## config.mk

```make
export PLATFORM = sky130hd
export DESIGN_NAME = ifIdReg
export DESIGN_NICKNAME = d
export VERILOG_FILES = /design/src/common/rvPkg.sv /design/src/pipeline/ifIdReg.sv
export SDC_FILE = /design/constraint.sdc
export NUM_CORES = 1
export LEC_CHECK = 0
export ABC_CLOCK_PERIOD_IN_PS = 2400
export BUFFER_PORTS_ARGS = -buffer_cell sky130_fd_sc_hd__buf_2
export CORE_MARGIN = 3
export CORE_UTILIZATION = 45
export CTS_BUF_LIST = sky130_fd_sc_hd__clkbuf_4 sky130_fd_sc_hd__clkbuf_8 sky130_fd_sc_hd__clkbuf_16
export DETAILED_ROUTE_END_ITERATION = 7
export PLACE_DENSITY = 0.79
export REMOVE_ABC_BUFFERS = 1
export SYNTH_ARGS = -nofsm -noshare
export SYNTH_HDL_FRONTEND = slang
export SYNTH_SLANG_ARGS = --single-unit
```

## constraint.sdc

```tcl
create_clock -name clk -period 2.4 [get_ports clk]
set_input_delay 0.12 -clock clk [delete_from_list [all_inputs] [get_ports clk]]
set_output_delay 0.12 -clock clk [all_outputs]
set_load 0.005 [all_outputs]
```

## src/common/rvPkg.sv

```systemverilog
// RV32I core shared definitions
`default_nettype none

package rvPkg;

    typedef logic [31:0] word_t;    // data, address or instruction
    typedef logic [4:0]  regAddr_t;

    typedef enum logic [2:0] {
        ALU_ADD,
        ALU_SUB,
        ALU_AND,
        ALU_OR,
        ALU_XOR,
        ALU_SLT,
        ALU_PASSB
    } aluOp_t;

    // operand source in execute
    typedef enum logic [1:0] {
        FWD_REG,
        FWD_MEM,
        FWD_WB
    } fwdSel_t;

    localparam int IMEM_DEPTH = 64;
    localparam int DMEM_DEPTH = 64;

    localparam word_t NOP_INST = 32'h0000_0013;    // addi x0, x0, 0

    localparam logic [6:0] OP_REG    = 7'b0110011;
    localparam logic [6:0] OP_IMM    = 7'b0010011;
    localparam logic [6:0] OP_LOAD   = 7'b0000011;
    localparam logic [6:0] OP_STORE  = 7'b0100011;
    localparam logic [6:0] OP_BRANCH = 7'b1100011;
    localparam logic [6:0] OP_JAL    = 7'b1101111;

endpackage

`default_nettype wire
```

## src/pipeline/ifIdReg.sv

```systemverilog
// Fetch to decode register
`timescale 1ns/100ps
`default_nettype none

module ifIdReg import rvPkg::*; (
    input  logic  clk,
    input  logic  reset,
    input  logic  stall,
    input  logic  flush,
    input  word_t inst,
    input  word_t pc,
    input  logic  fetchValid,
    output word_t idInst,
    output word_t idPc,
    output logic  idValid
);

    always_ff @(posedge clk or posedge reset) begin
        if (reset) begin
            idInst  <= NOP_INST;
            idPc    <= '0;
            idValid <= 1'b0;
        end else if (flush) begin
            idInst  <= NOP_INST;    // squashed slot
            idValid <= 1'b0;
        end else if (!stall) begin
            idInst  <= inst;
            idPc    <= pc;
            idValid <= fetchValid;
        end
    end

    // a load-use stall clears once the load leaves issue, a flush bubbles execute
    assert property (@(posedge clk) disable iff (reset) stall |=> !stall);
    assert property (@(posedge clk) disable iff (reset) flush |=> !flush);

endmodule

`default_nettype wire

```

# Word level (Yosys, flattened, before mapping)
# Index checks and enable logic that the tools add are counted.
dict set report word_totals {
  reg_bits 65
  input_bits 69
  output_inout_bits 65
  wordCells 11
}
dict set report classes {
  n_eq_ne 1
  n_mux 4
  bitwise_logic 2
  n_reduce_logical 1
}
# cell count
set op_table {}
lappend op_table {{$mux W32} 2}
lappend op_table {{$mux W1} 2}
lappend op_table {{$ne A2 B1 Y1 const B} 1}
lappend op_table {{$not A1 Y1} 2}
lappend op_table {{$reduce_and A2 Y1} 1}

# Logic depth before layout (Yosys ltp)
dict set report logic_depth {
  word_depth 2
  depth_mapped 4
  mapped_depth_nobuf 2
}

# Worst setup path after synthesis
# OpenSTA, ideal clock, no wires.
dict set report synth_path {
  path_kind {input to register}
  startpoint {input stall}
  endpoint {register idPc[0]}
  setup_ns 0.125
  t_arrival_ns 0.875
  required_ns 2.275
  setup_slack_ns 1.400
  cell_stages 4
  path_buffers 2
  path_cell_list {buf_4 nor2_8 buf_12 mux2_4}
}
dict set report synth_via {
  elab_chain_len 2
}
# item line_no
set synth_rtl {}
lappend synth_rtl {{from (decl)} ifIdReg.sv:8} ;# input logic stall,
lappend synth_rtl {{$not A1 Y1 (no source line)} -}
lappend synth_rtl {{$reduce_and A2 Y1 (no source line)} -}
lappend synth_rtl {{to (signal assigned)} ifIdReg.sv:28} ;# idPc <= pc;
lappend synth_rtl {{to (decl)} ifIdReg.sv:14} ;# output word_t idPc,
# Every way passes these cells.
# A chain may end at the register's enable or synchronous reset.

==> qor.txt <==
status: finished, final reports clean
Pins Over Slew Limit: 0
clock buffer count from CTS: 9
Critical Path Sink: idPc[25]
Hold Fails Final Rpt: 0
Post-CTS Hold Fix Bufs: 1
Worst-Margin Slew: 0.7285 ns
H-tree Lvls: 3
register area: 1630 sq um
Syn Inst Count: 176
number of I/O pins: 134
Die X: 83.43 microns
clk slew on worst S/H paths: 0.07 ns
clk sinks: 65
Setup TNS Final: 0 ns
core area: 5642 sq um
sequential area share after synthesis: 60.44%
Port Buf Inserts: 133
Seq cells post-synth: 65
CTS resizes: 0
pwr dens: 731.1 nW/um^2
wire per inst: 14.61 microns
largest net degree at the start of global routing: 37
Worst-Skew Late Latency: 0.32 ns
VDD IR-drop max: 0.3889 mV
initial antenna violation count: 0
r2r startpoint: idPc[31]
Multi-input gate area: 950.9 sq um
commonest non-fill, non-tap cell in the layout: buf_2
Final Cycle Share: 45.54%
CTS max path bufs: 2
CP Class: in2async
WP data required: 2.91 ns
cell count of the worst hold path: 2
Startpoint Class: input port
Post-Syn Area: 2698 sq um
Yosys top cell area share: 57.51%
synth warn: 0
Placer Congestion: 0.8154
routed wire length: 5684 microns
Distinct cells, synth: 14
r2r setup slk: 1.62 ns
final net count: 382
root buf cell: clkbuf_8
Fmax: 914.9 MHz
Setup Skew: 0 ns
Worst Setup End Kind: asynchronous set/reset pin
Rel. slew slack: 51.43%
DRC violations left: 0
Syn-to-layout area delta: 32.89%
Vias per Instance: 4.722
RSZ-0062 raised after global routing: false
Crit Reg-Reg Endpoint: idPc[31]
TritonCTS clock tree: done
FF-to-FF path depth: 1
hold path start: pc[11]
Final ANT Viol Nets: 0
full die area: 6960 sq um
total number of vias: 1837
GR Overflow Total: 0
top post-synthesis cells by area: dfrtp_1, mux2_4, mux2i_1
area leader, netlist: dfrtp_1
postcts setup bufs: 0
# setup viols final: 0
total track usage: 17.22%
Fill cells: 434
Pre-antenna DRT Iters: 4
vias in the first global route: 1955
share of post-route cells with drive strength above 1: 59.31%
leakage: 1.989 nW
synthesized area per cell: 15.33 sq um
crit path max fanout: 34
starting density of the core: 47.82%
Arr. time, crit path: 1.60 ns
row cnt: 27
post-layout min period: 1.093 ns
min-delay worst type: in2reg
die span in y: 83.43 microns
DRT iter0 DRCs: 38
most frequent cells in the layout: buf_2, dfrtp_1, mux2_4, mux2i_1, nor2_1
diode count: 0
global-route wire length before repair: 9653 microns
maxcap violations: 0
Crit. Startpoint: reset
hold slack: 0.02786 ns
==> cell families after synthesis <==
| logic type | synth area share (%) |
|---|---|
| AOI/OAI and AO/OA | 0.9742 |
| and+or+nand+nor | 5.612 |
| DFF | 60.44 |
| buffers and inverters | 4.313 |
| muxes | 28.66 |
==> stage by stage <==
step           util [%]  instance area, sq um  setup WS, ns  instances  power [mW]
2_1_floorplan         -                  2585        0.6585        165       1.494
3_3_place_gp      59.84                  3376         1.020        373       1.715
3_5_place_dp      59.84                  3376        0.9998        373       1.729
4_1_cts           63.54                  3585         1.298        389       2.662
5_1_grt           63.54                  3585         1.164        389       2.764
6_report          63.54                  3585         1.307        389       2.621
==> registers in the layout, indices dropped and copies added, names as in the netlist <==
signal   count
idValid      1
idPc        32
idInst      32
==> synthesized netlist by cell type (all sizes together) <==
master	n
dfrtp	62
mux2	32
nor2	31
mux2i	30
buf	8
a211o	3
clkbuf	3
dfstp	3
nor2b	3
inv	1
==> worst max-delay path, stage by stage <==
cell and delay [ns]:
dlygate4sd3_1 0.54, buf_2 0.13, inv_2 0.50, buf_12 0.29
==> how the worst min path moves through the flow <==
stage	slack (ns)	to
final	0.03	idPc[11]
after global placement	0.27	idPc[10]
after detailed placement	0.26	idInst[9]
after CTS	0.005	idPc[2]
after floorplan	0.19	idInst[10]
after global routing	0.006	idPc[20]
==> cell type report <==
type | instances | share of cell area (%)
clock buffer | 12 | 4.433
clock inverter | 3 | 1.117
inverter | 1 | 0.1047
multi-input combinational | 99 | 26.53
sequential | 65 | 45.48
tap | 72 | 2.513
timing repair buffer | 137 | 19.83
==> layer usage <==
metal	GRT usage (%)	vias up	wire length [microns]
met2	25.66	107	2455
met5	0	-	0
met3	5.258	6	592
met1	23.53	858	2577
li1	-	866	-
met4	7.018	0	59
==> report_power, final <==
part           internal, mW  leakage, nW  switching [mW]
registers              1.21        0.805          0.0653
logic                 0.260         1.08           0.170
clock network         0.539        0.106           0.376
total                  2.01         1.99           0.611
No activity file was read; power rests on OpenSTA's default activity.
