[src/common/rvPkg.sv]
// RV32I core shared definitions
`default_nettype none

package rvPkg;

    typedef logic [31:0] word_t;    // data, address or instruction
    typedef logic [4:0]  regAddr_t;

    typedef enum logic [2:0] {
        ALU_ADD,
        ALU_SUB,
        ALU_AND,
        ALU_OR,
        ALU_XOR,
        ALU_SLT,
        ALU_PASSB
    } aluOp_t;

    // operand source in execute
    typedef enum logic [1:0] {
        FWD_REG,
        FWD_MEM,
        FWD_WB
    } fwdSel_t;

    localparam int IMEM_DEPTH = 64;
    localparam int DMEM_DEPTH = 64;

    localparam word_t NOP_INST = 32'h0000_0013;    // addi x0, x0, 0

    localparam logic [6:0] OP_REG    = 7'b0110011;
    localparam logic [6:0] OP_IMM    = 7'b0010011;
    localparam logic [6:0] OP_LOAD   = 7'b0000011;
    localparam logic [6:0] OP_STORE  = 7'b0100011;
    localparam logic [6:0] OP_BRANCH = 7'b1100011;
    localparam logic [6:0] OP_JAL    = 7'b1101111;

endpackage

`default_nettype wire
[src/regFile.sv]
// Integer register file
`timescale 1ns/100ps
`default_nettype none

module regFile import rvPkg::*; (
    input  logic     clk,
    input  logic     reset,
    input  logic     we,
    input  regAddr_t wAddr,
    input  word_t    wData,
    input  regAddr_t rAddr1, rAddr2,
    output word_t    rData1, rData2
);

    word_t regs [32];

    always_ff @(posedge clk or posedge reset) begin
        if (reset) begin
            for (int i = 0; i < 32; i++) begin
                regs[i] <= '0;
            end
        end else if (we && wAddr != '0) begin
            regs[wAddr] <= wData;
        end
    end

    // write-through so writeback and decode can share a cycle
    assign rData1 = (rAddr1 == '0) ? '0 : (we && wAddr == rAddr1) ? wData : regs[rAddr1];
    assign rData2 = (rAddr2 == '0) ? '0 : (we && wAddr == rAddr2) ? wData : regs[rAddr2];

endmodule

`default_nettype wire

[config.mk]
export PLATFORM = sky130hd
export DESIGN_NAME = regFile
export DESIGN_NICKNAME = d
export VERILOG_FILES = /design/src/common/rvPkg.sv /design/src/regFile.sv
export SDC_FILE = /design/constraint.sdc
export NUM_CORES = 2
export LEC_CHECK = 0
export CAP_MARGIN = 20
export CORE_MARGIN = 2
export CORE_UTILIZATION = 55
export CTS_CLUSTER_DIAMETER = 60
export DETAILED_ROUTE_END_ITERATION = 10
export DONT_BUFFER_PORTS = 1
export PLACE_DENSITY = 0.8
export SLEW_MARGIN = 20
export SYNTH_ARGS = -nofsm -noshare
export SYNTH_HDL_FRONTEND = slang
export SYNTH_SLANG_ARGS = --single-unit
export TNS_END_PERCENT = 50
[constraint.sdc]
create_clock -name clk -period 36.9 [get_ports clk]
set_clock_uncertainty 0.15 [all_clocks]
set_input_delay 0 -clock clk [delete_from_list [all_inputs] [get_ports clk]]
set_output_delay 0 -clock clk [all_outputs]
set_load 0.02 [all_outputs]
======== Word level (Yosys, flattened, before mapping) ========
Index checks and enable logic that the tools add are counted.
storage, ports and cells
  memories ................................ 0
  ROM bits ................................ 0
  output and inout bits ................... 64
  bits of input ports ..................... 50
  flip-flop bits (word level) ............. 1024
  latch bits .............................. 0
  logic and storage cells ................. 61
  memory bits (writable) .................. 0
cells by class
  divide/modulo/power cells ............... 0
  muxes and demuxes ....................... 13
  $mul .................................... 0
  equality and inequality tests ........... 2
  reductions and logical operators ........ 7
  $lt $le $gt $ge ......................... 4
  shifts and indexed selects .............. 0
  bitwise operators ....................... 3
  $add $sub $neg .......................... 0
operators with widths
  cell                  number
  $bwmux W1024          1
  $bmux W32 S5          2
  $mux W32              9
  $demux W32 S5         1
  $ge A6 B6 Y1 const B  3
  $not A5 Y6            3
  $eq A5 B5 Y1          2
  $logic_not A5 Y1      2
  $lt A6 B1 Y1 const B  1
  $reduce_bool A5 Y1    1
  $logic_and A1 B1 Y1   4

======== Longest topological paths before layout ========
  depth after elaboration ................. 6
  mapped depth ............................ 9
  gate-level depth less buffers ........... 5

======== Worst setup path before layout ========
No wires, ideal clock.
  path type ............................... input to output
  start ................................... in rAddr2[1]
  end ..................................... out rData2[15]
  path slack .............................. 35.066 ns
  buffers on the path ..................... 3
  stages .................................. 7
  required time ........................... 36.750 ns
  arrival ................................. 1.684 ns
  cell sequence ........................... buf_4 buf_2 buf_1 mux4_2 a22oi_1 nand2_1 a221o_1
on the way
  cells in the longest elaborated chain, start to end .. 6
  elaborated cells between the ends (all ways) .. 9
  classes of those cells .................. 1 x eq/ne; 5 x mux; 1 x bitwise; 2 x reduce/logical
RTL lines
  what                                          line           RTL
  start: declaration                            regFile.sv:11  input regAddr_t rAddr1, rAddr2,
  $not A5 Y6 (implied by the code)              regFile.sv:29  assign rData2 = (rAddr2 == '0) ? '0 : (we && wAddr == rAddr2) ? wData : regs[rAddr2];
  $bmux W32 S5                                  regFile.sv:29
  $mux W32 (implied by the code) (2 in series)  regFile.sv:29
  $mux W32                                      regFile.sv:29
  $mux W32 *                                    regFile.sv:29
  end: declaration                              regFile.sv:12  output word_t rData1, rData2
Every way passes the cells marked *; elsewhere a longest branch is shown, timed or not. The select of a mux whose other input is x is not followed.

==> summary.txt <==
Run status
  – Status: finished clean

Setup path
  – Critical R2R Launch: regs[434]
  – WS Path Type: in -> async
  – Worst Setup Start Kind: input port
  – Cell count of the worst reg-to-reg path: 2
  – R2r endpoint: regs[434]
  – Worst Setup EP: regs[521]
  – Launch point of the worst path: reset
  – Flop2flop setup slack: 35440 ps
  – CP Capture Type: async pin
  – Worst path required time: 37410 ps
  – CP Max Fanout: 75
  – Arr. time, crit path: 5480 ps

Floorplanning
  – I/O pin total: 114
  – Die ar.: 0.1028 mm²
  – Num rows: 116
  – Die X: 320.7 µm
  – Core area: 0.09971 mm²
  – Die Y: 320.7 µm
  – Initial Utilization: 55.31%

Drt
  – Drt drc: 0
  – Via count: 37.43k
  – 1st-pass router iterations: 6
  – Routed len/inst: 35.47 µm
  – DRT antenna net count: 0
  – DR vias/cell: 7.499
  – Detailed Route WL: 177000 µm
  – Initial DRC Count: 5248

Logic synthesis
  – Yosys warnings: 0
  – Post-synth top flop: dfrtp_1
  – Synth top area cells: dfrtp_1 (46%), mux2_2 (21%), mux4_2 (16%)
  – Most frequent cells after synthesis: mux2_2 (1052), dfrtp_1 (1024), mux4_2 (383)
  – Mapped Cells: 3814
  – Post-synth top area share: 46.46%
  – Synth unique cells: 55
  – Seq/Total Area, Yosys: 46.46%
  – Mapped Avg Cell Area: 14.46 µm²
  – Dominant cell type by area after synthesis: dfrtp_1
  – Number of synthesized flops with an enable pin: 0
  – Syn_nets: 3864
  – Synthesized flop and latch total: 1024
  – Post-Syn Area: 0.05515 mm²
  – Synth async-reset ratio: 100.0%
  – Top-count cell post-synth: mux2_2

Place
  – Placement Setup Slack: 31590 ps
  – DP HPWL: 88430 µm
  – I/O Buffers: 0
  – Placed cell count: 4743
  – GPL Wtd Cong: 0.8090

Finish
  – Layout cells sized above 1: 47.28%
  – Top Registers: regs (1024)
  – Largest register FFs: 1024
  – Storage element area: 0.02562 mm²
  – Finished Core Util: 59.73%
  – Largest Register: regs
  – Non-Filler Instances: 4991
  – Area growth syn-to-layout: 7.986%
  – Filler cells: 7240
  – Nets@finish: 3654
  – Area of the multi-input gates: 0.02765 mm²

STA
  – Total negative slack: 0 ps
  – Final clock period utilization by the worst path: 13.46%
  – Final setup violation count: 0
  – Worst slew pin tran: 1248 ps
  – Final Hold Vio Count: 0
  – RSZ-0062 raised after global routing: no
  – Final max-slew violation count: 0
  – Fin worst setup slack: 31930 ps
  – Crit path time final: 4967 ps
  – Max-slew headroom: 16.51%
  – F_max: 201.3 MHz

Clocking
  – Clk pin slew, worst setup/hold paths: 60 ps
  – Max clock buf depth: 3
  – Clk Latency, worst-skew pair: 680 ps
  – CTS tree: done
  – CTS Root Cell: clkbuf_16
  – Clk sinks: 1024
  – Htree depth: 3
  – Setup Buffers After CTS: 0
  – CTS buffer count: 103

Power and ir drop
  – Combinational Power Share: 19.2%
  – Tot Pwr: 3.214 mW
  – Psw: 0.8623 mW
  – Sw Share: 26.83%
  – Internal power: 2.351 mW
  – Pwr dens: 53.96 mW/mm²
  – Power share of the clock group: 34.2%
  – Reg power frac: 46.6%
  – P_leak: 25.70 nW
  – Peak VDD IR: 0.03819 mV

Global route
  – Total grt overflow: 0
  – GR Util All Layers: 34.45%
  – Initial antenna violation count: 3
  – First-pass GRT wire length: 258600 µm
  – Largest net degree at the start of global routing: 324
  – Number of global-route vias before repair: 37.82k

Job
  – Max-cap violations: 0

Min path
  – Hold crit path type: in -> reg
## placed cells by master (no fill, tap or decap), types with 5 or more instances in the layout
cell              n
nor2b_1           8
a21oi_1          27
o22ai_1          67
nand2b_1          9
o22a_1            7
clkbuf_1         14
a22oi_1          63
mux2_2         1052
a22o_1           10
nor4b_1           5
a221o_1           8
clkinv_2         21
o221ai_1         47
bufinv_16         7
mux4_2          383
a32o_1           33
xnor2_1           6
mux2i_1         233
dlygate4sd3_1    47
nor3_1           48
dfrtp_1        1024
nand3b_1          6
and3_1           17
nor2_1           48
buf_4            64
nor2_4           19
clkbuf_8         32
mux4_1           14
nand2_1          54
clkinvlp_4        6
clkbuf_16       106
nand2_2          15
o21ai_0          62
a2111oi_2         5
nor3b_1           5
a211oi_1         38
a31oi_1          18
## power by group through the flow
stage	clock network [mW]	logic (mW)	registers, mW
global route	1.15	0.655	1.52
CTS	1.10	0.612	1.49
floorplan	0	0.533	1.46
global placement	0	0.570	1.49
finish	1.10	0.618	1.50
detailed placement	0	0.588	1.51
## worst min-delay path by stage
stage                endpoint  slack [ps]  cells past startpoint      start
finish              regs[301]          60                      3   wAddr[2]
global route        regs[302]          80                      3   wAddr[2]
CTS                 regs[397]           5                      3         we
detailed placement  regs[177]         -20                      1      reset
global placement    regs[465]         -20                      1      reset
floorplan           regs[349]           2                      1  wData[29]
## routing by layer
| metal | part of all wire (%) | track usage (%) |
|---|---|---|
| met1 | 36 | 45.65 |
| met2 | 44 | 51.17 |
| met3 | 13 | 10.41 |
| met4 | 6.3 | 18.66 |
| met5 | 0.0073 | 0 |
## kinds of logic after synthesis
family / share of synthesized area, %
muxes: 42.02
xor gates and xnor gates: 0.1588
and+or+nand+nor: 2.310
buffers and inverters: 3.798
AOI/OAI and AO/OA: 5.254
DFF: 46.46
## worst max-delay path: stages
cell           delay, ps
dlygate4sd3_1        530
dlygate4sd3_1        630
inv_8                140
buf_4                760
buf_4                760
buf_4                780
buf_4                860
buf_4                860
## per-stage QoR
stage	instance area, µm²	hold slack [ps]
CTS	59480	4.645
detailed placement	55420	-19.69
floorplan	55150	1.694
global route	59550	75.62
finish	59550	58.59
global placement	55420	-24.26
## final cells by class
class | instances | share of cell area, %
clock buffers | 152 | 5.282
flip-flops and latches | 1024 | 43.03
well taps | 1298 | 2.727
diodes | 2 | 0.008404
inverters | 3 | 0.03151
multi-input cells | 2351 | 46.42
repair buffers | 121 | 1.794
clock inverters | 40 | 0.7101
## what timing repair did
| item | CTS | global route |
|---|---|---|
| hold buffers | 48 | 3 |
| endpoints found under the hold margin | 1124 | 93 |
| gates resized for setup | 0 | 0 |
(Power assumes the default switching activity.)
