File: src/common/rvPkg.sv
// RV32I core shared definitions
`default_nettype none

package rvPkg;

    typedef logic [31:0] word_t;    // data, address or instruction
    typedef logic [4:0]  regAddr_t;

    typedef enum logic [2:0] {
        ALU_ADD,
        ALU_SUB,
        ALU_AND,
        ALU_OR,
        ALU_XOR,
        ALU_SLT,
        ALU_PASSB
    } aluOp_t;

    // operand source in execute
    typedef enum logic [1:0] {
        FWD_REG,
        FWD_MEM,
        FWD_WB
    } fwdSel_t;

    localparam int IMEM_DEPTH = 64;
    localparam int DMEM_DEPTH = 64;

    localparam word_t NOP_INST = 32'h0000_0013;    // addi x0, x0, 0

    localparam logic [6:0] OP_REG    = 7'b0110011;
    localparam logic [6:0] OP_IMM    = 7'b0010011;
    localparam logic [6:0] OP_LOAD   = 7'b0000011;
    localparam logic [6:0] OP_STORE  = 7'b0100011;
    localparam logic [6:0] OP_BRANCH = 7'b1100011;
    localparam logic [6:0] OP_JAL    = 7'b1101111;

endpackage

`default_nettype wire
File: src/pipeline/exMemReg.sv
// Execute to memory register
`timescale 1ns/100ps
`default_nettype none

module exMemReg import rvPkg::*; (
    input  logic     clk,
    input  logic     reset,
    input  logic     regWrite, memRead, memWrite, memToReg,
    input  regAddr_t rd,
    input  word_t    aluResult,
    input  word_t    storeData,
    output logic     exRegWrite, exMemRead, exMemWrite, exMemToReg,
    output regAddr_t exRd,
    output word_t    exAluResult,
    output word_t    exStoreData
);

    always_ff @(posedge clk or posedge reset) begin
        if (reset) begin
            exRegWrite <= 1'b0;
            exMemRead  <= 1'b0;
            exMemWrite <= 1'b0;
            exMemToReg <= 1'b0;
        end else begin
            exRegWrite <= regWrite;
            exMemRead  <= memRead;
            exMemWrite <= memWrite;
            exMemToReg <= memToReg;
        end
    end

    always_ff @(posedge clk) begin
        exRd        <= rd;
        exAluResult <= aluResult;    // also the data address
        exStoreData <= storeData;
    end

endmodule

`default_nettype wire

File: config.mk
export PLATFORM = sky130hd
export DESIGN_NAME = exMemReg
export DESIGN_NICKNAME = d
export VERILOG_FILES = /design/src/common/rvPkg.sv /design/src/pipeline/exMemReg.sv
export SDC_FILE = /design/constraint.sdc
export NUM_CORES = 1
export LEC_CHECK = 0
export BUFFER_PORTS_ARGS = -buffer_cell sky130_fd_sc_hd__buf_2
export CAP_MARGIN = 15
export CORE_ASPECT_RATIO = 0.5
export CORE_UTILIZATION = 36
export DETAILED_ROUTE_END_ITERATION = 8
export MAX_ROUTING_LAYER = met4
export PLACE_DENSITY = 0.82
export SLEW_MARGIN = 20
export SYNTH_ARGS = -nofsm -noshare
export SYNTH_HDL_FRONTEND = slang
export SYNTH_SLANG_ARGS = --single-unit
export TNS_END_PERCENT = 1
File: constraint.sdc
create_clock -name clk -period 1.6 [get_ports clk]
set_clock_uncertainty 0.2 [all_clocks]
set_input_delay 0 -clock clk [delete_from_list [all_inputs] [get_ports clk]]
set_output_delay 0 -clock clk [all_outputs]
set_load 0.02 [all_outputs]
Yosys cells after proc, flatten, opt, wreduce, memory -nomap -nowiden. Cells that the tools add are included.

Register bits: 73. Word-level logic and storage cells: 7. Output and inout port bits: 73. Input bits: 75.

Depth between registers and ports, before layout.
Depth in word-level cells: 0. Depth in mapped cells: 1.

Worst setup path after synthesis. No wires, ideal clock.

Path type: register -> output. From: register exMemRead. To: output exMemRead. Buffers on the path: 0. Required time: 1400 ps. Data arrival time: 416 ps. Cell stages (with the launch flop): 1. Path slack: 984 ps. Cell sequence: dfrtp_1.

RTL lines: start: declaration (line exMemReg.sv:12) `output logic exRegWrite, exMemRead, exMemWrite, exMemToReg,`; start signal: assignment (line exMemReg.sv:26) `exMemRead <= memRead;`.

No word-level cell between the ends.

Final worst setup path.
From: register exMemWrite. To: output exMemWrite.

RTL lines: start: declaration (line exMemReg.sv:12); start signal: assignment (line exMemReg.sv:27) `exMemWrite <= memWrite;`.

No word-level cell between the ends.

==> impl_metrics.xml <==
<?xml version="1.0" encoding="UTF-8"?>
<metrics>
  <group name="outcome">
    <metric name="run_status" unit="">completed</metric>
  </group>
  <group name="grt">
    <metric name="gr-total-overflow" unit="">0</metric>
    <metric name="number_of_antenna_violations_at_the_first_check_in_global_routing" unit="">0</metric>
    <metric name="grt_pass1_wl" unit="um">6710</metric>
    <metric name="number_of_global_route_vias_before_repair" unit="">1459</metric>
    <metric name="grt_max_degree" unit="">12</metric>
    <metric name="grt.total_usage" unit="%">22.9</metric>
  </group>
  <group name="clock_tree">
    <metric name="cts_tree" unit="">yes</metric>
    <metric name="cts_root_buffer" unit="">sky130_fd_sc_hd__clkbuf_8</metric>
    <metric name="cts_repair_resize_count" unit="">0</metric>
    <metric name="cts.htree.levels" unit="">3</metric>
    <metric name="clk_pin_slew_worst_paths" unit="ns">0.07</metric>
    <metric name="cts_inserted_buffers" unit="">9</metric>
    <metric name="post_cts.repair.setup_buffers" unit="">0</metric>
    <metric name="clock_sinks" unit="">73</metric>
    <metric name="clockBufferDepth" unit="">2</metric>
  </group>
  <group name="logic_synthesis">
    <metric name="synth.cells.most_frequent" unit="">69 x sky130_fd_sc_hd__dfxtp_1, 4 x sky130_fd_sc_hd__dfrtp_1, 1 x sky130_fd_sc_hd__inv_1</metric>
    <metric name="synth.largest_area_cell" unit="">sky130_fd_sc_hd__dfxtp_1</metric>
    <metric name="syn_area" unit="um^2">1490</metric>
    <metric name="post-synth-top-area-fraction" unit="%">93.0</metric>
    <metric name="yosysSeqAreaShare" unit="%">99.7</metric>
    <metric name="synth_seq_cells" unit="">73</metric>
    <metric name="ranking_of_synthesized_cells_by_area" unit="">sky130_fd_sc_hd__dfxtp_1 93%, sky130_fd_sc_hd__dfrtp_1 6.7%, sky130_fd_sc_hd__inv_1 0.25%</metric>
    <metric name="unique_cell_type_count_in_the_yosys_netlist" unit="">3</metric>
    <metric name="synthesis.instances" unit="">74</metric>
    <metric name="synth.net_count" unit="">149</metric>
    <metric name="synthesis.area_per_instance" unit="um^2">20.1</metric>
    <metric name="synth_most_common_cell" unit="">sky130_fd_sc_hd__dfxtp_1</metric>
    <metric name="ys_async_sr_fraction" unit="%">5.48</metric>
    <metric name="ys.flop_type" unit="">sky130_fd_sc_hd__dfxtp_1</metric>
    <metric name="number_of_synthesized_flops_with_an_enable_pin" unit="">0</metric>
    <metric name="yosysWarnings" unit="">0</metric>
  </group>
  <group name="routing">
    <metric name="detail-route-antenna-nets" unit="">0</metric>
    <metric name="avgViaCountPerCell" unit="">3.85</metric>
    <metric name="dr.pass1.iters" unit="">4</metric>
    <metric name="route.detailed.wl_per_inst" unit="um">13.2</metric>
    <metric name="vias" unit="">1407</metric>
    <metric name="routed_wirelength" unit="um">4800</metric>
    <metric name="drt_drc_violations_left" unit="">0</metric>
    <metric name="detail_route.iter0.violations" unit="">52</metric>
  </group>
  <group name="final_layout">
    <metric name="syn2layout_area_growth" unit="%">116</metric>
    <metric name="finish.net_count" unit="">382</metric>
    <metric name="antennaDiodeCount" unit="">0</metric>
    <metric name="area_used_by_multi_input_combinational_logic" unit="um^2">0</metric>
    <metric name="drive_above_1_share" unit="%">50.8</metric>
    <metric name="fill_cells" unit="">237</metric>
    <metric name="comb.multi_input.count" unit="">0</metric>
  </group>
  <group name="sta">
    <metric name="drv_slew" unit="">0</metric>
    <metric name="share_of_the_clock_period_used_by_the_worst_path" unit="%">64.6</metric>
    <metric name="period_needed" unit="ns">1.03</metric>
    <metric name="final_hold_viol_count" unit="">0</metric>
    <metric name="max_slew.worst_pin.slew" unit="ns">0.136</metric>
    <metric name="setup_violations" unit="">0</metric>
    <metric name="fmax" unit="GHz">0.967</metric>
    <metric name="max_slew_margin" unit="%">90.9</metric>
    <metric name="unrepaired_setup_endpoints_after_global_routing" unit="">false</metric>
    <metric name="timing.setup.tns" unit="ns">0</metric>
  </group>
  <group name="die">
    <metric name="design.die.area" unit="um^2">4400</metric>
    <metric name="chipWidth" unit="um">92.8</metric>
    <metric name="core_area" unit="um^2">3920</metric>
    <metric name="fp-row-count" unit="">16</metric>
    <metric name="floorplan.initialDensity" unit="%">37.9</metric>
    <metric name="design.portCount" unit="">148</metric>
    <metric name="chipHeight" unit="um">47.4</metric>
  </group>
  <group name="critical_path">
    <metric name="critPathMaxStageDelay" unit="ns">0.36</metric>
    <metric name="worst-path-buf-inv" unit="">1</metric>
    <metric name="timing.critical_path.fanout_max" unit="">1</metric>
    <metric name="end_kind" unit="">output port</metric>
    <metric name="cell_type_group_with_the_largest_total_delay_on_the_critical_path" unit="">flip-flops</metric>
    <metric name="worst-endpoint-arrival" unit="ns">0.83</metric>
    <metric name="crit_path_start_kind" unit="">flop</metric>
    <metric name="cp_data_required_time" unit="ns">1.40</metric>
    <metric name="timing.critical_path.cells" unit="">buf_2</metric>
    <metric name="timing_worst_setup_path_type" unit="">flop to output port</metric>
    <metric name="critical_path_cell_with_the_highest_stage_delay" unit="">sky130_fd_sc_hd__dfrtp_1</metric>
  </group>
  <group name="power_and_ir_drop">
    <metric name="combinationalPowerShare" unit="%">12.8</metric>
    <metric name="power.share.clock" unit="%">33.5</metric>
    <metric name="total_power" unit="mW">3.62</metric>
    <metric name="seq_power_share" unit="%">53.7</metric>
    <metric name="netSwitchingFraction" unit="%">22.4</metric>
    <metric name="power.switching" unit="uW">811</metric>
    <metric name="intPower" unit="mW">2.81</metric>
    <metric name="maximum_vdd_drop" unit="mV">0.732</metric>
    <metric name="power_density" unit="nW/um^2">1130</metric>
    <metric name="p_leak" unit="nW">1.61</metric>
  </group>
  <group name="job">
    <metric name="drv_cap" unit="">0</metric>
  </group>
  <group name="placed_design">
    <metric name="sum_of_net_half_perimeters_after_detailed_placement" unit="um">2800</metric>
    <metric name="place_congestion" unit="">0.720</metric>
    <metric name="portBuffers" unit="">147</metric>
  </group>
  <group name="min_path">
    <metric name="min_path_type" unit="">primary input to flop</metric>
  </group>
</metrics>
power by group through the flow:
stage	Combinational (mW)	Sequential [mW]	Clock [mW]
floorplan	0.00169	2.11	0
global placement	0.308	1.97	0
detailed placement	0.314	1.98	0
CTS	0.456	1.94	1.24
global route	0.491	1.95	1.33
finish	0.464	1.94	1.21
area by class of cell:
class | instances | area [um^2] | area share [%]
well taps | 54 | 67.6 | 2.11
inverters | 1 | 3.75 | 0.117
flip-flops and latches | 73 | 1480 | 46.2
clock buffers | 15 | 166 | 5.19
repair buffers | 222 | 1490 | 46.4
kinds of logic (layout without fill, tap and decap cells):
group	Yosys count	in the layout	share of synthesized area, %
DFF	73	73	99.7
buffers and inverters	1	238	0.252
cells in the final DEF (no fill, tap or decap):
cell                            count
sky130_fd_sc_hd__buf_2            147
sky130_fd_sc_hd__dlygate4sd3_1     75
sky130_fd_sc_hd__dfxtp_1           69
sky130_fd_sc_hd__clkbuf_8          11
sky130_fd_sc_hd__clkbuf_1           4
sky130_fd_sc_hd__dfrtp_1            4
sky130_fd_sc_hd__inv_1              1
registers in the layout (all words and copies together) (netlist names):
| register | cells |
|---|---|
| exAluResult | 32 |
| exMemRead | 1 |
| exMemToReg | 1 |
| exMemWrite | 1 |
| exRd | 5 |
| exRegWrite | 1 |
| exStoreData | 32 |
worst paths after layout:
| kind | cells after the start | startpoint | to | slack, ns |
|---|---|---|---|---|
| setup / recovery | 1 | exMemWrite | exMemWrite | 0.57 |
| hold / removal | 2 | aluResult[0] | exAluResult[0] | 0.10 |
| max in group asynchronous | 4 | reset | exMemToReg | 0.62 |
| min in group asynchronous | 4 | reset | exMemRead | 0.44 |
what timing repair did:
item,4_1_cts,5_1_grt
endpoints found under the setup margin,0,0
hold buffers,75,0
hold endpoints to repair,77,0
metrics by stage:
stage          area, um^2  setup WS (ns)  util (%)  std cells  hold slack (ns)
2_1_floorplan        1490          0.984         -         74           -0.434
3_3_place_gp         2290          0.917      58.3        275           -0.326
3_5_place_dp         2290          0.912      58.3        275           -0.318
4_1_cts              3210          0.551      81.7        365           0.0862
5_1_grt              3210          0.525      81.7        365           0.0912
6_report             3210          0.566      81.7        365            0.105
per-layer routing:
layer | wire [um] | GRT usage (%) | share of wire, % | vias to the layer above
li1 | - | - | - | 690
met5 | 0 | - | 0 | -
met2 | 2980 | 46.5 | 62 | 36
met1 | 1560 | 20.2 | 33 | 671
met3 | 161 | 8.25 | 3.4 | 10
met4 | 93 | 10.2 | 1.9 | 0
(Power assumes the default switching activity.)
