**src/common/rvPkg.sv**
```systemverilog
// RV32I core shared definitions
`default_nettype none

package rvPkg;

    typedef logic [31:0] word_t;    // data, address or instruction
    typedef logic [4:0]  regAddr_t;

    typedef enum logic [2:0] {
        ALU_ADD,
        ALU_SUB,
        ALU_AND,
        ALU_OR,
        ALU_XOR,
        ALU_SLT,
        ALU_PASSB
    } aluOp_t;

    // operand source in execute
    typedef enum logic [1:0] {
        FWD_REG,
        FWD_MEM,
        FWD_WB
    } fwdSel_t;

    localparam int IMEM_DEPTH = 64;
    localparam int DMEM_DEPTH = 64;

    localparam word_t NOP_INST = 32'h0000_0013;    // addi x0, x0, 0

    localparam logic [6:0] OP_REG    = 7'b0110011;
    localparam logic [6:0] OP_IMM    = 7'b0010011;
    localparam logic [6:0] OP_LOAD   = 7'b0000011;
    localparam logic [6:0] OP_STORE  = 7'b0100011;
    localparam logic [6:0] OP_BRANCH = 7'b1100011;
    localparam logic [6:0] OP_JAL    = 7'b1101111;

endpackage

`default_nettype wire
```
**src/pipeline/memWbReg.sv**
```systemverilog
// Memory to writeback register
`timescale 1ns/100ps
`default_nettype none

module memWbReg import rvPkg::*; (
    input  logic     clk,
    input  logic     reset,
    input  logic     regWrite, memToReg,
    input  regAddr_t rd,
    input  word_t    aluResult, loadData,
    output logic     wbRegWrite, wbMemToReg,
    output regAddr_t wbRd,
    output word_t    wbAluResult, wbLoadData
);

    always_ff @(posedge clk or posedge reset) begin
        if (reset) begin
            wbRegWrite <= 1'b0;
            wbMemToReg <= 1'b0;
        end else begin
            wbRegWrite <= regWrite;
            wbMemToReg <= memToReg;
        end
    end

    always_ff @(posedge clk) begin
        wbRd        <= rd;
        wbAluResult <= aluResult;
        wbLoadData  <= loadData;
    end

endmodule

`default_nettype wire

```
**config.mk**
```make
export PLATFORM = sky130hd
export DESIGN_NAME = memWbReg
export DESIGN_NICKNAME = d
export VERILOG_FILES = /design/src/common/rvPkg.sv /design/src/pipeline/memWbReg.sv
export SDC_FILE = /design/constraint.sdc
export NUM_CORES = 1
export LEC_CHECK = 0
export BUFFER_PORTS_ARGS = -buffer_cell sky130_fd_sc_hd__buf_2
export CORE_MARGIN = 2
export CORE_UTILIZATION = 30
export DETAILED_ROUTE_END_ITERATION = 12
export PLACE_DENSITY = 0.74
export SYNTH_ARGS = -nofsm -noshare
export SYNTH_HDL_FRONTEND = slang
export SYNTH_SLANG_ARGS = --single-unit
```
**constraint.sdc**
```tcl
create_clock -name clk -period 0.8 [get_ports clk]
set_input_delay 0.08 -clock clk [delete_from_list [all_inputs] [get_ports clk]]
set_output_delay 0.08 -clock clk [all_outputs]
set_load 0.05 [all_outputs]
```
Word level (Yosys, flattened, before mapping)
Cells that the tools add are included.

Flip-flop bits (word level): 71. Word-level logic and storage cells: 5. Output and inout port bits: 71.

Longest topological paths before layout
Gate-level depths: netlist of the first run.

Word-level depth: 0. Gate-level depth with buffers: 1. Gate-level depth less buffers: 1.

Worst setup path before layout of the first run
No wires, ideal clock.

Kind: register to output. Start: reg wbAluResult[0]. End: out wbAluResult[0]. Cell stages (with the launch flop): 1. Required time: 0.720 ns. Slack: 0.133 ns. Arrival time: 0.587 ns. Buffers on the path: 0. Path through: dfxtp_1.

RTL lines: from (decl) (RTL line memWbReg.sv:13) `output word_t wbAluResult, wbLoadData`; from (signal assigned) (RTL line memWbReg.sv:28) `wbAluResult <= aluResult;`.

No word-level cell between the ends.

Worst setup path after layout of the first run
Start: reg wbMemToReg. End: out wbMemToReg.

RTL lines: from (decl) (RTL line memWbReg.sv:11) `output logic wbRegWrite, wbMemToReg,`; from (signal assigned) (RTL line memWbReg.sv:22) `wbMemToReg <= memToReg;`.

No word-level cell between the ends.

==> metrics.txt, run 1 <==
Slew headroom=92.6%; path category of the worst min-delay check=input port to asynchronous set/reset pin; Synth Instances=72; Yosys cell types=3; core area=0.00466 mm^2; kind of critical path=flip-flop to output port; crit path capture type=output port; layout cells sized above 1=75.1%; Wirelength per Cell=15.9 um; Placement Cell Area=0.00222 mm^2; Initial Util=30.8%; Cell Count, Final, Fillers Out=356; Crit-path slowest cell=dfrtp_1; Num CTS Buffers=9; dpl cells=269; Clock Sinks=71; Final Max Slew Viols=0; Area Overhead vs Synth=171%; nets@finish=371; CP Data Required Time=720 ps; setup repair bufs after CTS=0; # IOs=144; Tmin final=944 ps; CP Launch Point=wbMemToReg; Pleak=1.80 nW; GR Util All Layers=21.2%; Crit path depth=1; syn nets=145; max_cap viols=0; drt drc=0; multi-input logic area=0 um^2; Pwr Density=2130 mW/mm^2; first-pass GRT wire length=7940 um; Die X=73.2 um; worst vdd ir=1740 uV; Final Hold Viols=0; failing checks=setup timing; vias in the first global route=1633; #MultiIn Comb=0; fin worst setup slack=-144 ps; clock root buffer master=clkbuf_8; antenna violations before repair=0; drt via density=4.05; final setup fails=71; via count=1443; fin area=0.00388 mm^2; critical-path maximum fanout=1; Die Ht=73.2 um; worst-path cell chain=buf_6; final setup TNS=-6160 ps; flop and latch count out of synthesis=71; Routed Antenna Nets=0; status=finished, violations left; Ys Warns=0; Port-buffer cells=143; Remaining Overflow, GRT=0; routability cong.=0.683; Setup crit start kind=flip-flop; unrepaired setup endpoints after global routing=yes; worst path bufs/invs=1; Post-Syn Area=0.00144 mm^2; die footprint=0.00535 mm^2; Fillers=233; Tot Pwr=8.26 mW; most frequent cells in the layout=72 x dlygate4sd3_1, 72 x buf_2, 69 x dfxtp_2; fin crit share=118%; CTS tree=yes; H-tree depth=3; final WL=5670 um; CP max stage delay=380 ps; FP Rows=25; Syn Area/Cell=19.9 um^2; DRT Pass-1 Iters=4; Least-Margin Pin Slew=110 ps; Clock transition at path regs=60 ps; Clock Path Buffers=2; largest net degree at the start of global routing=12; Seq/Total Area, Yosys=99.7%; CP Data Arrival Time=860 ps; Starting DRT DRC Count=19; fmax=1060 MHz; CP top delay family=flip-flops
[path summary, 6_finish.rpt]
| path | to | slack, ps |
|---|---|---|
| setup / recovery | wbMemToReg | -140 |
| hold / removal | wbRegWrite | 170 |
| max in group asynchronous | wbMemToReg | 510 |
| min in group clk | wbLoadData[22] | 380 |
[cell type report]
type | count | area [um^2] | area share (%)
well taps | 54 | 67.6 | 1.74
flip-flops and latches | 71 | 1520 | 39.1
clock inverters | 4 | 47.5 | 1.22
diodes | 1 | 2.50 | 0.0645
clock buffers | 10 | 138 | 3.54
repair buffers | 215 | 2110 | 54.2
inverters | 1 | 3.75 | 0.0967
[power breakdown]
part | internal (mW) | leakage [nW] | switching, mW
logic | 0.825 | 1.10 | 0.868
registers | 3.77 | 0.606 | 0.127
clock network | 1.48 | 0.0940 | 1.19
[what timing repair did]
item                       in CTS  in global routing
setup endpoints to repair      71                 71
hold endpoints to repair       73                  0
hold buffers                   72                  0
gates resized for setup       245                 26
[synth_stat cells]
cell / count / area share (%)
inv_1: 1 / 0.26
dfrtp_1: 2 / 3.5
dfxtp_1: 69 / 96
[sequential cells by signal, summed over array words and instances (netlist names)]
register and cells:
wbLoadData 32, wbMemToReg 1, wbRd 5, wbRegWrite 1, wbAluResult 32
[kinds of logic after synthesis]
group	synth area share, %
flip-flops	99.7
buffers and inverters	0.261
[metal layers]
layer,share of wire [%],wire length (um),up-vias,global-route usage [%]
met4,1.8,102,0,9.05
met2,55,3140,99,40.4
met1,34,1900,663,18.7
met5,0,0,-,0
met3,9.4,534,11,9.81
li1,-,-,670,-
[per-stage QoR]
stage          hold WS (ps)  util (%)  setup slack, ps
2_1_floorplan          -179         -              133
3_3_place_gp          -75.5      47.6              159
3_5_place_dp          -71.8      47.6              152
4_1_cts                 116      81.2             -152
5_1_grt                 170      83.2             -177
6_report                174      83.3             -144
(Power assumes the default switching activity.)
==> run 2, diff against run 1 <==
==> config.mk (replaced) <==
export PLATFORM = sky130hd
export DESIGN_NAME = memWbReg
export DESIGN_NICKNAME = d
export VERILOG_FILES = /design/src/common/rvPkg.sv /design/src/pipeline/memWbReg.sv
export SDC_FILE = /design/constraint.sdc
export NUM_CORES = 1
export LEC_CHECK = 0
export BUFFER_PORTS_ARGS = -buffer_cell sky130_fd_sc_hd__buf_4
export CORE_MARGIN = 2
export CORE_UTILIZATION = 34
export DETAILED_ROUTE_END_ITERATION = 12
export PLACE_DENSITY = 0.79
export SYNTH_ARGS = -nofsm -noshare
export SYNTH_HDL_FRONTEND = slang
export SYNTH_SLANG_ARGS = --single-unit
==> constraint.sdc (replaced) <==
create_clock -name clk -period 1 [get_ports clk]
set_input_delay 0.1 -clock clk [delete_from_list [all_inputs] [get_ports clk]]
set_output_delay 0.1 -clock clk [all_outputs]
set_load 0.05 [all_outputs]
==> run 2 against run 1 <==
Net effect: the run now ends clean; non-clock buffer count stayed put; sequential power shrank 22%; utilization grew 2.6 points; global-route usage grew 1.1 points; clock power down 29%; worst hold slack gained 42 ps; final cell count fell by 1.1%; wire length shrank 8.3%; critical path depth did not move; count of clock-buffer cells in the layout grew 4; worst setup slack better by 180 ps; design area fell by 11%; largest power group unchanged; highest routed layer unchanged.
==> metrics.txt, run 2 (synthesized netlist as in run 1, its figures left out) <==
Slew headroom=89.5% (-3.1 points); Port-buffer cells=143 (unchanged); Sw Ratio=27.3% (+0.76 points); Wirelength per Cell=14.8 um (-7.3%); P_int=4.49 mW (-26%); Remaining Overflow, GRT=0 (unchanged); critical-path maximum fanout=1 (unchanged); Placement Cell Area=0.00257 mm^2 (+16%); via count=1397 (-3.2%); worst path bufs/invs=1 (unchanged); nets@finish=371 (unchanged); Largest regs=wbAluResult: 32 flops, wbLoadData: 32 flops, wbRd: 5 flops; clock root buffer master=clkbuf_8; H-tree depth=3 (unchanged); Crit-path slowest cell=dfrtp_1; Starting DRT DRC Count=24 (+5); M1 wire length=1710 um (-9.9%); Area Overhead vs Synth=141%; final setup fails=0 (-100%); antenna violations before repair=0 (unchanged); Die Ht=69.0 um (-5.7%); Clock Path Buffers=2 (unchanged); drt drc=0 (unchanged); Flop pwr share=49.1% (+2.0 points); Pwr Density=1780 mW/mm^2 (-16%); # IOs=144 (unchanged); max_cap viols=0 (unchanged); worst vdd ir=1150 uV (-34%); final setup TNS=0 ps (+6160 ps); unrepaired setup endpoints after global routing=no; DRT Pass-1 Iters=4 (unchanged); #MultiIn Comb=0 (unchanged); layout cells sized above 1=51.0% (-24 points); Clock Power Share=30.7% (-1.7 points); largest net degree at the start of global routing=11 (-1); CP top delay family=flip-flops; fin crit share=96.8%; Clock transition at path regs=70 ps (about the same); drt via density=3.97 (-2.1%); first-pass GRT wire length=7100 um (-11%); worst-path cell chain=buf_6; status=complete, no violations; Switch Pwr=1.68 mW (-23%); CTS tree=yes; Die X=69.0 um (-5.7%); GR Util All Layers=22.4% (+1.1 points); CP Data Required Time=900 ps (+180 ps); crit path capture type=output port; fmax=1030 MHz; Top Layer Used=met4; setup repair bufs after CTS=0 (unchanged); multi-input logic area=0 um^2 (unchanged); FP Rows=23 (-8.0%); CP Data Arrival Time=870 ps (about the same); core area=0.00403 mm^2 (-14%); Pleak=1.68 nW (-6.6%); total length of routed met3 wires=592 um (+11%); fin area=0.00346 mm^2 (-11%); Ant. Diodes=0 (-1); Num CTS Buffers=9 (unchanged); Final Max Slew Viols=0 (unchanged); Initial Util=35.6% (+4.8 points); routed wl met2=2780 um (-11%); Combinational Power Share=20.2% (-0.3 points); Fillers=207 (-11%); Final Hold Viols=0 (unchanged); hold_ws=216 ps (+41.8 ps); Least-Margin Pin Slew=158 ps (+48.1 ps); kind of critical path=flip-flop to output port; Setup crit start kind=flip-flop; Routed Antenna Nets=0 (unchanged); CP max stage delay=390 ps (about the same); final WL=5200 um (-8.3%); most frequent cells in the layout=140 x buf_4, 72 x dlygate4sd3_1, 69 x dfxtp_1; commonest non-fill, non-tap cell in the layout=buf_4; routability cong.=0.701 (+2.7%); die footprint=0.00476 mm^2 (-11%); Tot Pwr=6.17 mW (-25%); Clock Sinks=71 (unchanged); Tmin final=968 ps; vias in the first global route=1497 (-8.3%); path category of the worst min-delay check=input port to asynchronous set/reset pin
## run 2: final cells by class
class,instances,area (um^2),share of cell area (%)
repair buffers,215,1810,52.2
clock inverters,1,5.00,0.145
clock buffers,14,153,4.41
inverters,1,3.75,0.108
flip-flops and latches,71,1430,41.4
well taps,50,62.6,1.81
## run 2: tightest hold or removal path, delay by kind of cell
kind,cells,cell delay (ps)
buffers and inverters,3,780
## run 2: stage by stage
stage               utilization, %  setup slack (ps)  std cells
global placement              63.8               382        265
global route                  85.9              3.18        352
detailed placement            63.8               378        265
finish                        85.9              32.2        352
floorplan                        -               313         72
CTS                           85.6              12.2        352
## run 2: power by group through the flow
stage / registers, mW / logic [mW] / clock network (mW)
after global placement: 3.08 / 0.989 / 0
after floorplan: 3.63 / 0.00152 / 0
after global routing: 3.04 / 1.29 / 2.05
final: 3.03 / 1.24 / 1.90
after CTS: 3.02 / 1.22 / 1.91
after detailed placement: 3.09 / 0.997 / 0
## run 2: path summary, 6_finish.rpt
check / start / to / depth (start not counted)
worst max-delay path: wbMemToReg / wbMemToReg / 1
worst min-delay path: reset / wbRegWrite / 3
max in group asynchronous: reset / wbMemToReg / 3
min in group clk: aluResult[21] / wbAluResult[21] / 2
## run 2: metal layers
layer,GRT usage (%),vias up
met5,0,-
met4,13.5,0
met3,10.4,13
met2,40.6,97
met1,19.9,616
li1,-,671
## run 2: what timing repair did
| action | CTS | global route |
|---|---|---|
| setup endpoints to repair | 0 | 3 |
| endpoints found under the hold margin | 73 | 0 |
| hold buffers | 72 | 0 |
| resized for setup | 0 | 3 |
