## src/common/rvPkg.sv

```systemverilog
// RV32I core shared definitions
`default_nettype none

package rvPkg;

    typedef logic [31:0] word_t;    // data, address or instruction
    typedef logic [4:0]  regAddr_t;

    typedef enum logic [2:0] {
        ALU_ADD,
        ALU_SUB,
        ALU_AND,
        ALU_OR,
        ALU_XOR,
        ALU_SLT,
        ALU_PASSB
    } aluOp_t;

    // operand source in execute
    typedef enum logic [1:0] {
        FWD_REG,
        FWD_MEM,
        FWD_WB
    } fwdSel_t;

    localparam int IMEM_DEPTH = 64;
    localparam int DMEM_DEPTH = 64;

    localparam word_t NOP_INST = 32'h0000_0013;    // addi x0, x0, 0

    localparam logic [6:0] OP_REG    = 7'b0110011;
    localparam logic [6:0] OP_IMM    = 7'b0010011;
    localparam logic [6:0] OP_LOAD   = 7'b0000011;
    localparam logic [6:0] OP_STORE  = 7'b0100011;
    localparam logic [6:0] OP_BRANCH = 7'b1100011;
    localparam logic [6:0] OP_JAL    = 7'b1101111;

endpackage

`default_nettype wire
```

## src/hazardUnit.sv

```systemverilog
// Forwarding, stall and flush control
`timescale 1ns/100ps
`default_nettype none

module hazardUnit import rvPkg::*; (
    input  regAddr_t idRs1, idRs2,
    input  regAddr_t rsRs1, rsRs2, rsRd,
    input  logic     rsMemRead,
    input  regAddr_t exRd,
    input  logic     exRegWrite,
    input  regAddr_t wbRd,
    input  logic     wbRegWrite,
    input  logic     redirect,
    output fwdSel_t  fwdA, fwdB,
    output logic     stall,
    output logic     flush
);

    logic loadUse;

    // newest producer first
    function automatic fwdSel_t pickSrc(regAddr_t src);
        if (exRegWrite && exRd != '0 && exRd == src) begin
            return FWD_MEM;
        end else if (wbRegWrite && wbRd != '0 && wbRd == src) begin
            return FWD_WB;
        end
        return FWD_REG;
    endfunction

    always_comb begin
        fwdA = pickSrc(rsRs1);
        fwdB = pickSrc(rsRs2);
    end

    assign loadUse = rsMemRead && rsRd != '0 && (rsRd == idRs1 || rsRd == idRs2);
    assign flush   = redirect;
    assign stall   = loadUse && !redirect;    // flush wins

    // a load in issue can never be the redirecting instruction
    always_comb begin
        assert (!(flush && rsMemRead))
            else $error("flush raised with a load in issue");
    end

endmodule

`default_nettype wire

```

## config.mk

```make
export PLATFORM = sky130hd
export DESIGN_NAME = hazardUnit
export DESIGN_NICKNAME = d
export VERILOG_FILES = /design/src/common/rvPkg.sv /design/src/hazardUnit.sv
export SDC_FILE = /design/constraint.sdc
export NUM_CORES = 1
export LEC_CHECK = 0
export BUFFER_PORTS_ARGS = -buffer_cell sky130_fd_sc_hd__buf_2
export CORE_MARGIN = 4
export CORE_UTILIZATION = 25
export DETAILED_ROUTE_END_ITERATION = 7
export PLACE_DENSITY_LB_ADDON = 0.12
export REMOVE_ABC_BUFFERS = 1
export SLEW_MARGIN = 15
export SYNTH_ARGS = -nofsm -noshare
export SYNTH_HDL_FRONTEND = slang
export SYNTH_SLANG_ARGS = --single-unit
```

## constraint.sdc

```tcl
create_clock -name vclk -period 1.25
set_input_delay 0.125 -clock vclk [all_inputs]
set_output_delay 0.125 -clock vclk [all_outputs]
set_load 0.02 [all_outputs]
```

# ---- Word level (Yosys, flattened, before mapping)
# Index checks and enable logic that the tools add are counted.
dict set report word_totals {
  register_bits 0
  out_inout_bits 6
  inputBits 39
  word_cells 30
}
dict set report classes {
  mux 10
  n_reduce_logical 14
  eq_ne 6
}
# operator n
set ops {}
lappend ops {{equality test 5 bit} 6}
lappend ops {{nonzero test 5 bit} 3}
lappend ops {{two-way mux 2 bit} 6}
lappend ops {{logical AND 1 bit} 9}
lappend ops {{two-way mux 1 bit} 4}
lappend ops {{logical NOT 1 bit} 1}
lappend ops {{logical OR 1 bit} 1}

# ---- Logic depth before layout (Yosys ltp)
# Gate-level depths: netlist of run 1.
dict set report depth {
  depth_word 6
  ltp_mapped 4
  ltp_nobuf 4
}

# ---- Worst setup path before layout of run 1
# Ideal clock, no wire load.
dict set report synth_timing {
  kind {input-to-output}
  from {in exRd[3]}
  to {out fwdA[1]}
  path_slack_ns -0.348
  required_ns 1.125
  stages 4
  n_path_buf 0
  arrival_ns 1.473
  cell_sequence {or4_1 -> o21ai_2 -> nor4_1 -> nor4_2}
}
dict set report synth_between {
  elab_chain_len 5
  word_cells_on_any_way 7
  classes_between {eq/ne (1); mux (3); reduce/logical (3)}
}
# item line_no
set synth_lines {}
lappend synth_lines {{from (decl)} hazardUnit.sv:9} ;# input regAddr_t exRd,
lappend synth_lines {{nonzero test 5 bit} hazardUnit.sv:23} ;# if (exRegWrite && exRd != '0 && exRd == src) begin
lappend synth_lines {{logical AND 1 bit} hazardUnit.sv:23}
lappend synth_lines {{logical AND 1 bit (*)} hazardUnit.sv:23}
lappend synth_lines {{two-way mux 2 bit / two-way mux 1 bit (equally long branches)} hazardUnit.sv:23}
lappend synth_lines {{two-way mux 2 bit (*)} hazardUnit.sv:28} ;# return FWD_REG;
lappend synth_lines {{to (decl)} hazardUnit.sv:14} ;# output fwdSel_t fwdA, fwdB,
# Every way passes the cells marked *; elsewhere a longest branch is shown, timed or not.

# ---- Worst setup path after layout of run 1
dict set report layout_timing {
  from {in exRd[0]}
  to {out fwdB[1]}
}
dict set report layout_between {
  elab_chain_len 5
  word_cells_on_any_way 7
  classes_between {eq/ne (1); mux (3); reduce/logical (3)}
}
# item line_no
set layout_lines {}
lappend layout_lines {{nonzero test 5 bit} hazardUnit.sv:23}
lappend layout_lines {{logical AND 1 bit} hazardUnit.sv:23}
lappend layout_lines {{logical AND 1 bit (*)} hazardUnit.sv:23}
lappend layout_lines {{two-way mux 2 bit / two-way mux 1 bit (equally long branches)} hazardUnit.sv:23}
lappend layout_lines {{two-way mux 2 bit (*)} hazardUnit.sv:28}
lappend layout_lines {{to (decl)} hazardUnit.sv:14}
# Marks and branches as above.

==> impl_metrics.toml, run 1 <==
[outcome]
outcome = "complete, but fails checks"
violations = "setup timing"

[cells_and_area]
nFillCells = 164
drive_above_1_share_pct = 64.0
area_growth_syn_to_layout_pct = 115
fin_cells = 127
final_common_cell = "buf_2"
nets = 152
num_antenna_cells = 0
seq_area_um2 = 0
finalInstanceArea_um2 = 870
final_cell_mix = "buf_2 (36), xor2_1 (20), buf_4 (18), xnor2_1 (10), buf_6 (7)"
multi_input_area_um2 = 455
clock_buffers = 0
seq_cells = 0
finish.utilization_pct = 57.1

[grt]
antenna_found_initial = 0
grt_pass1_wl_um = 1970
grt_usage_pct = 11.3
overflow = 0
grt_pass1_vias = 585
grt_max_degree = 4

[floorplan]
die_x_um = 48.3
start_util_pct = 26.6
rows = 14
die_area_mm2 = 0.00233
die_h_um = 48.3
core_area_mm2 = 0.00152
pin_count = 45

[route]
post_drt_wl_per_cell_um = 11.7
vias = 599
postRouteAntennaNets = 0
drt_wl_total_um = 1480
via_per_inst = 4.72
drcViolationCount = 0
firstDrtPassIters = 4
first_iter_violations = 2

[timing]
fin_crit_ns = 1.52
hold_ws_ns = 0.484
drv_slew = 0
tightest_slew_ns = 0.266
setup_violations = 4
fmax_ghz = 0.660
setup_ws_ns = -0.266
slew_headroom_pct = 82.2
min_period_over_period_pct = 121
hold_viol_final = 0
rsz0062_at_grt = "yes"
fin_setup_tns_ns = -0.769

[worst_setup_path]
endpoint_kind = "primary output"
worstPathMaxFanout = 2
path_class = "input pin to primary output"
required_ns = 1.12
crit_path_start_kind = "input pin"
cp.arrival_ns = 1.39

[synth]
synth_cells = 51
synth_compound_area_share_pct = 5.86
synth.area.mux_share_pct = 0
synth_adder_area_share_pct = 0
syn_area_per_cell_um2 = 7.95
yosysSeqAreaShare_pct = 0
yosys_warnings = 0
synth_xor_xnor_area_share_pct = 64.8
syn_area_um2 = 405
synth_cell_type_count = 13
synthSimpleGateAreaFrac_pct = 27.5
synth_top_family_by_area = "XOR/XNOR gates"

[min_path]
hp-class = "input pin to primary output"

[power]
finalPower_mw = 0.279
p_leak_nw = 0.409
peakVddDrop_uv = 133
power_density_mw_per_mm2 = 321

[place]
placed_cell_area_um2 = 756
dpl_worst_slack_ns = -0.367
place_congestion = 0.700
dpl.hpwl_um = 1320
placedCellCount = 126
numPortBuffers = 45

[job]
drv_cap = 0
-- cells by family after synthesis --
group,count (synthesis)
compound gates,4
xor+xnor,30
buf+inv,1
simple gates,16
-- power by group --
part,switching [mW],internal (mW)
clock network,0,0
registers,0,0
logic,0.124,0.155
-- cell type report --
| class | instances | share of cell area, % |
|---|---|---|
| Multi-Input combinational cell | 50 | 52.4 |
| Tap cell | 16 | 2.30 |
| Timing Repair Buffer | 61 | 45.3 |
-- synthesized netlist by cell type --
library cell	instances	area [µm²]
xor2_1	20	175
nand3_1	4	20.0
nor2b_1	1	6.26
xnor2_1	10	87.6
o21ai_2	1	8.76
or4_1	5	37.5
nor4_2	2	25.0
o21ai_1	1	5.00
o21ai_0	1	5.00
buf_4	1	7.51
nor3_1	2	10.0
a21oi_1	1	5.00
nor4_1	2	12.5
-- critical path, cell delays in order --
cell,delay [ns]
buf_6,0.09
or4_4,0.54
o21ai_4,0.17
buf_6,0.12
nor4_4,0.03
nor4_2,0.13
buf_4,0.18
-- repair_timing --
action                     CTS  global route
pin swaps                   11             8
resized for setup           13            10
setup endpoints to repair    5             5
hold buffers                 0             0
setup buffers                2             0
hold endpoints to repair     0             0
-- per-layer routing --
| metal | routed length, µm | vias up | global-route usage [%] |
|---|---|---|---|
| li1 | - | 303 | - |
| met1 | 459 | 268 | 10.4 |
| met2 | 885 | 28 | 26.8 |
| met3 | 136 | 0 | 0 |
| met4 | 0 | 0 | 0 |
| met5 | 0 | - | 0 |
-- path summary, 6_finish.rpt --
kind	startpoint	end	slack (ns)	cells after the start
hold / removal	redirect	flush	0.48	2
setup / recovery	exRd[0]	fwdB[1]	-0.27	7
Power figures use the tool's default switching activity.
==> run 2: changes to the inputs <==
Settings changed: BUFFER_PORTS_ARGS -buffer_cell sky130_fd_sc_hd__buf_2 to default, DONT_BUFFER_PORTS from default to 1, GPL_ROUTABILITY_DRIVEN from default to 1, PLACE_DENSITY from default to 0.43, PLACE_DENSITY_LB_ADDON 0.12 to default.
==> run 2 against run 1 <==
The run still ends with setup timing left. Via count shrank 38%. Combinational power shrank 56%. Total power shrank 56%. Wire length shrank 20%. Critical path depth shrank 3. First-iteration DRC count shrank 100%. Critical endpoint is now fwdA[1]. Highest routed layer unchanged.
==> impl_metrics.toml, run 2 (synthesis gave the netlist of run 1 again) <==
[outcome]
outcome = "complete, but fails checks"
violations = "setup timing"

[cells_and_area]
final_common_cell = "xor2_1"
fin_cells = 72
drive_above_1_share_pct = 21.4
finish.utilization_pct = 33.3
nets = 97
seq_area_um2 = 0
seq_cells = 0
area_growth_syn_to_layout_pct = 25.3
num_antenna_cells = 0
final_cell_mix = "xor2_1 (20), xnor2_1 (10), buf_4 (5), nand3_1 (4), or4_1 (4)"
clock_buffers = 0

[place]
place_congestion = 0.678
placedCellCount = 71
dpl.hpwl_um = 1060
numPortBuffers = 0
dpl_worst_slack_ns = -0.245

[timing]
setup_violations = 3
tightest_slew_ns = 0.302
drv_slew = 0
min_period_over_period_pct = 112
hold_viol_final = 0
rsz0062_at_grt = "yes"
fin_crit_ns = 1.40
fin_setup_tns_ns = -0.323
slew_headroom_pct = 79.8
hold_ws_ns = 0.250
fmax_ghz = 0.712
setup_ws_ns = -0.155

[route]
via_per_inst = 5.19
drt_wl_total_um = 1180
postRouteAntennaNets = 0
drcViolationCount = 0
firstDrtPassIters = 1
vias = 374
post_drt_wl_per_cell_um = 16.4
first_iter_violations = 0

[grt]
grt_max_degree = 4
grt_pass1_wl_um = 1680
grt_pass1_vias = 406
grt_usage_pct = 9.84
overflow = 0
antenna_found_initial = 0

[floorplan]
pin_count = 45
die_x_um = 48.3
rows = 14
core_area_mm2 = 0.00152
die_h_um = 48.3
start_util_pct = 26.6
die_area_mm2 = 0.00233

[worst_setup_path]
cp.arrival_ns = 1.28
required_ns = 1.12
endpoint_kind = "primary output"
path_class = "input pin to primary output"
crit_path_start_kind = "input pin"
worstPathMaxFanout = 3

[power]
p_leak_nw = 0.165
peakVddDrop_uv = 63.0
power_density_mw_per_mm2 = 244

[min_path]
hp-class = "input pin to primary output"
hold_end = "flush"
hold_start = "redirect"
min_path_cells = 0

[job]
drv_cap = 0
-- run 2: cell count changes in the layout (fill, tap and decap cells not counted), sizes merged --
| cell | previous run | this run |
|---|---|---|
| buf | 61 | 6 |
-- run 2: layout make-up --
type / instances / area, µm²
tap: 16 / 20.0
multi-input combinational: 50 / 439
fill: 164 / 1020
timing repair buffer: 6 / 48.8
-- run 2: how the worst max path moves through the flow --
stage / start / endpoint / slack (ns)
after CTS: exRd[3] / fwdA[1] / -0.16
after detailed placement: exRd[3] / fwdA[1] / -0.25
after global placement: exRd[3] / fwdA[1] / -0.21
after global routing: exRd[3] / fwdA[1] / -0.17
final: wbRd[0] / fwdA[1] / -0.15
after floorplan: exRd[3] / fwdA[1] / -0.35
-- run 2: metal layers --
metal / track usage [%] / routed length, µm
met3: 5.54 / 239
met4: 0 / 0
met5: 0 / 0
met1: 11.7 / 352
met2: 16.4 / 591
-- run 2: worst max-delay path, stage by stage --
cell and delay [ns]:
xor2_1 0.13, or4_1 0.54, nor4_2 0.30, buf_4 0.19
-- run 2: timing repair --
item                       in CTS  in global routing
resized for setup               7                  0
pin swaps                       5                  5
buffers inserted                1                  0
setup endpoints to repair       2                  4
hold buffers                    0                  0
-- run 2: through the flow --
stage,total power [mW],cell area (µm²)
floorplan,0.0909,398
global placement,0.106,455
detailed placement,0.105,455
CTS,0.123,508
global route,0.137,508
finish,0.124,508
-- run 2: power breakdown --
part           leakage [nW]  internal (mW)  total [mW]  switching (mW)
Combinational         0.165         0.0695       0.124          0.0544
Sequential                0              0           0               0
Clock                     0              0           0               0
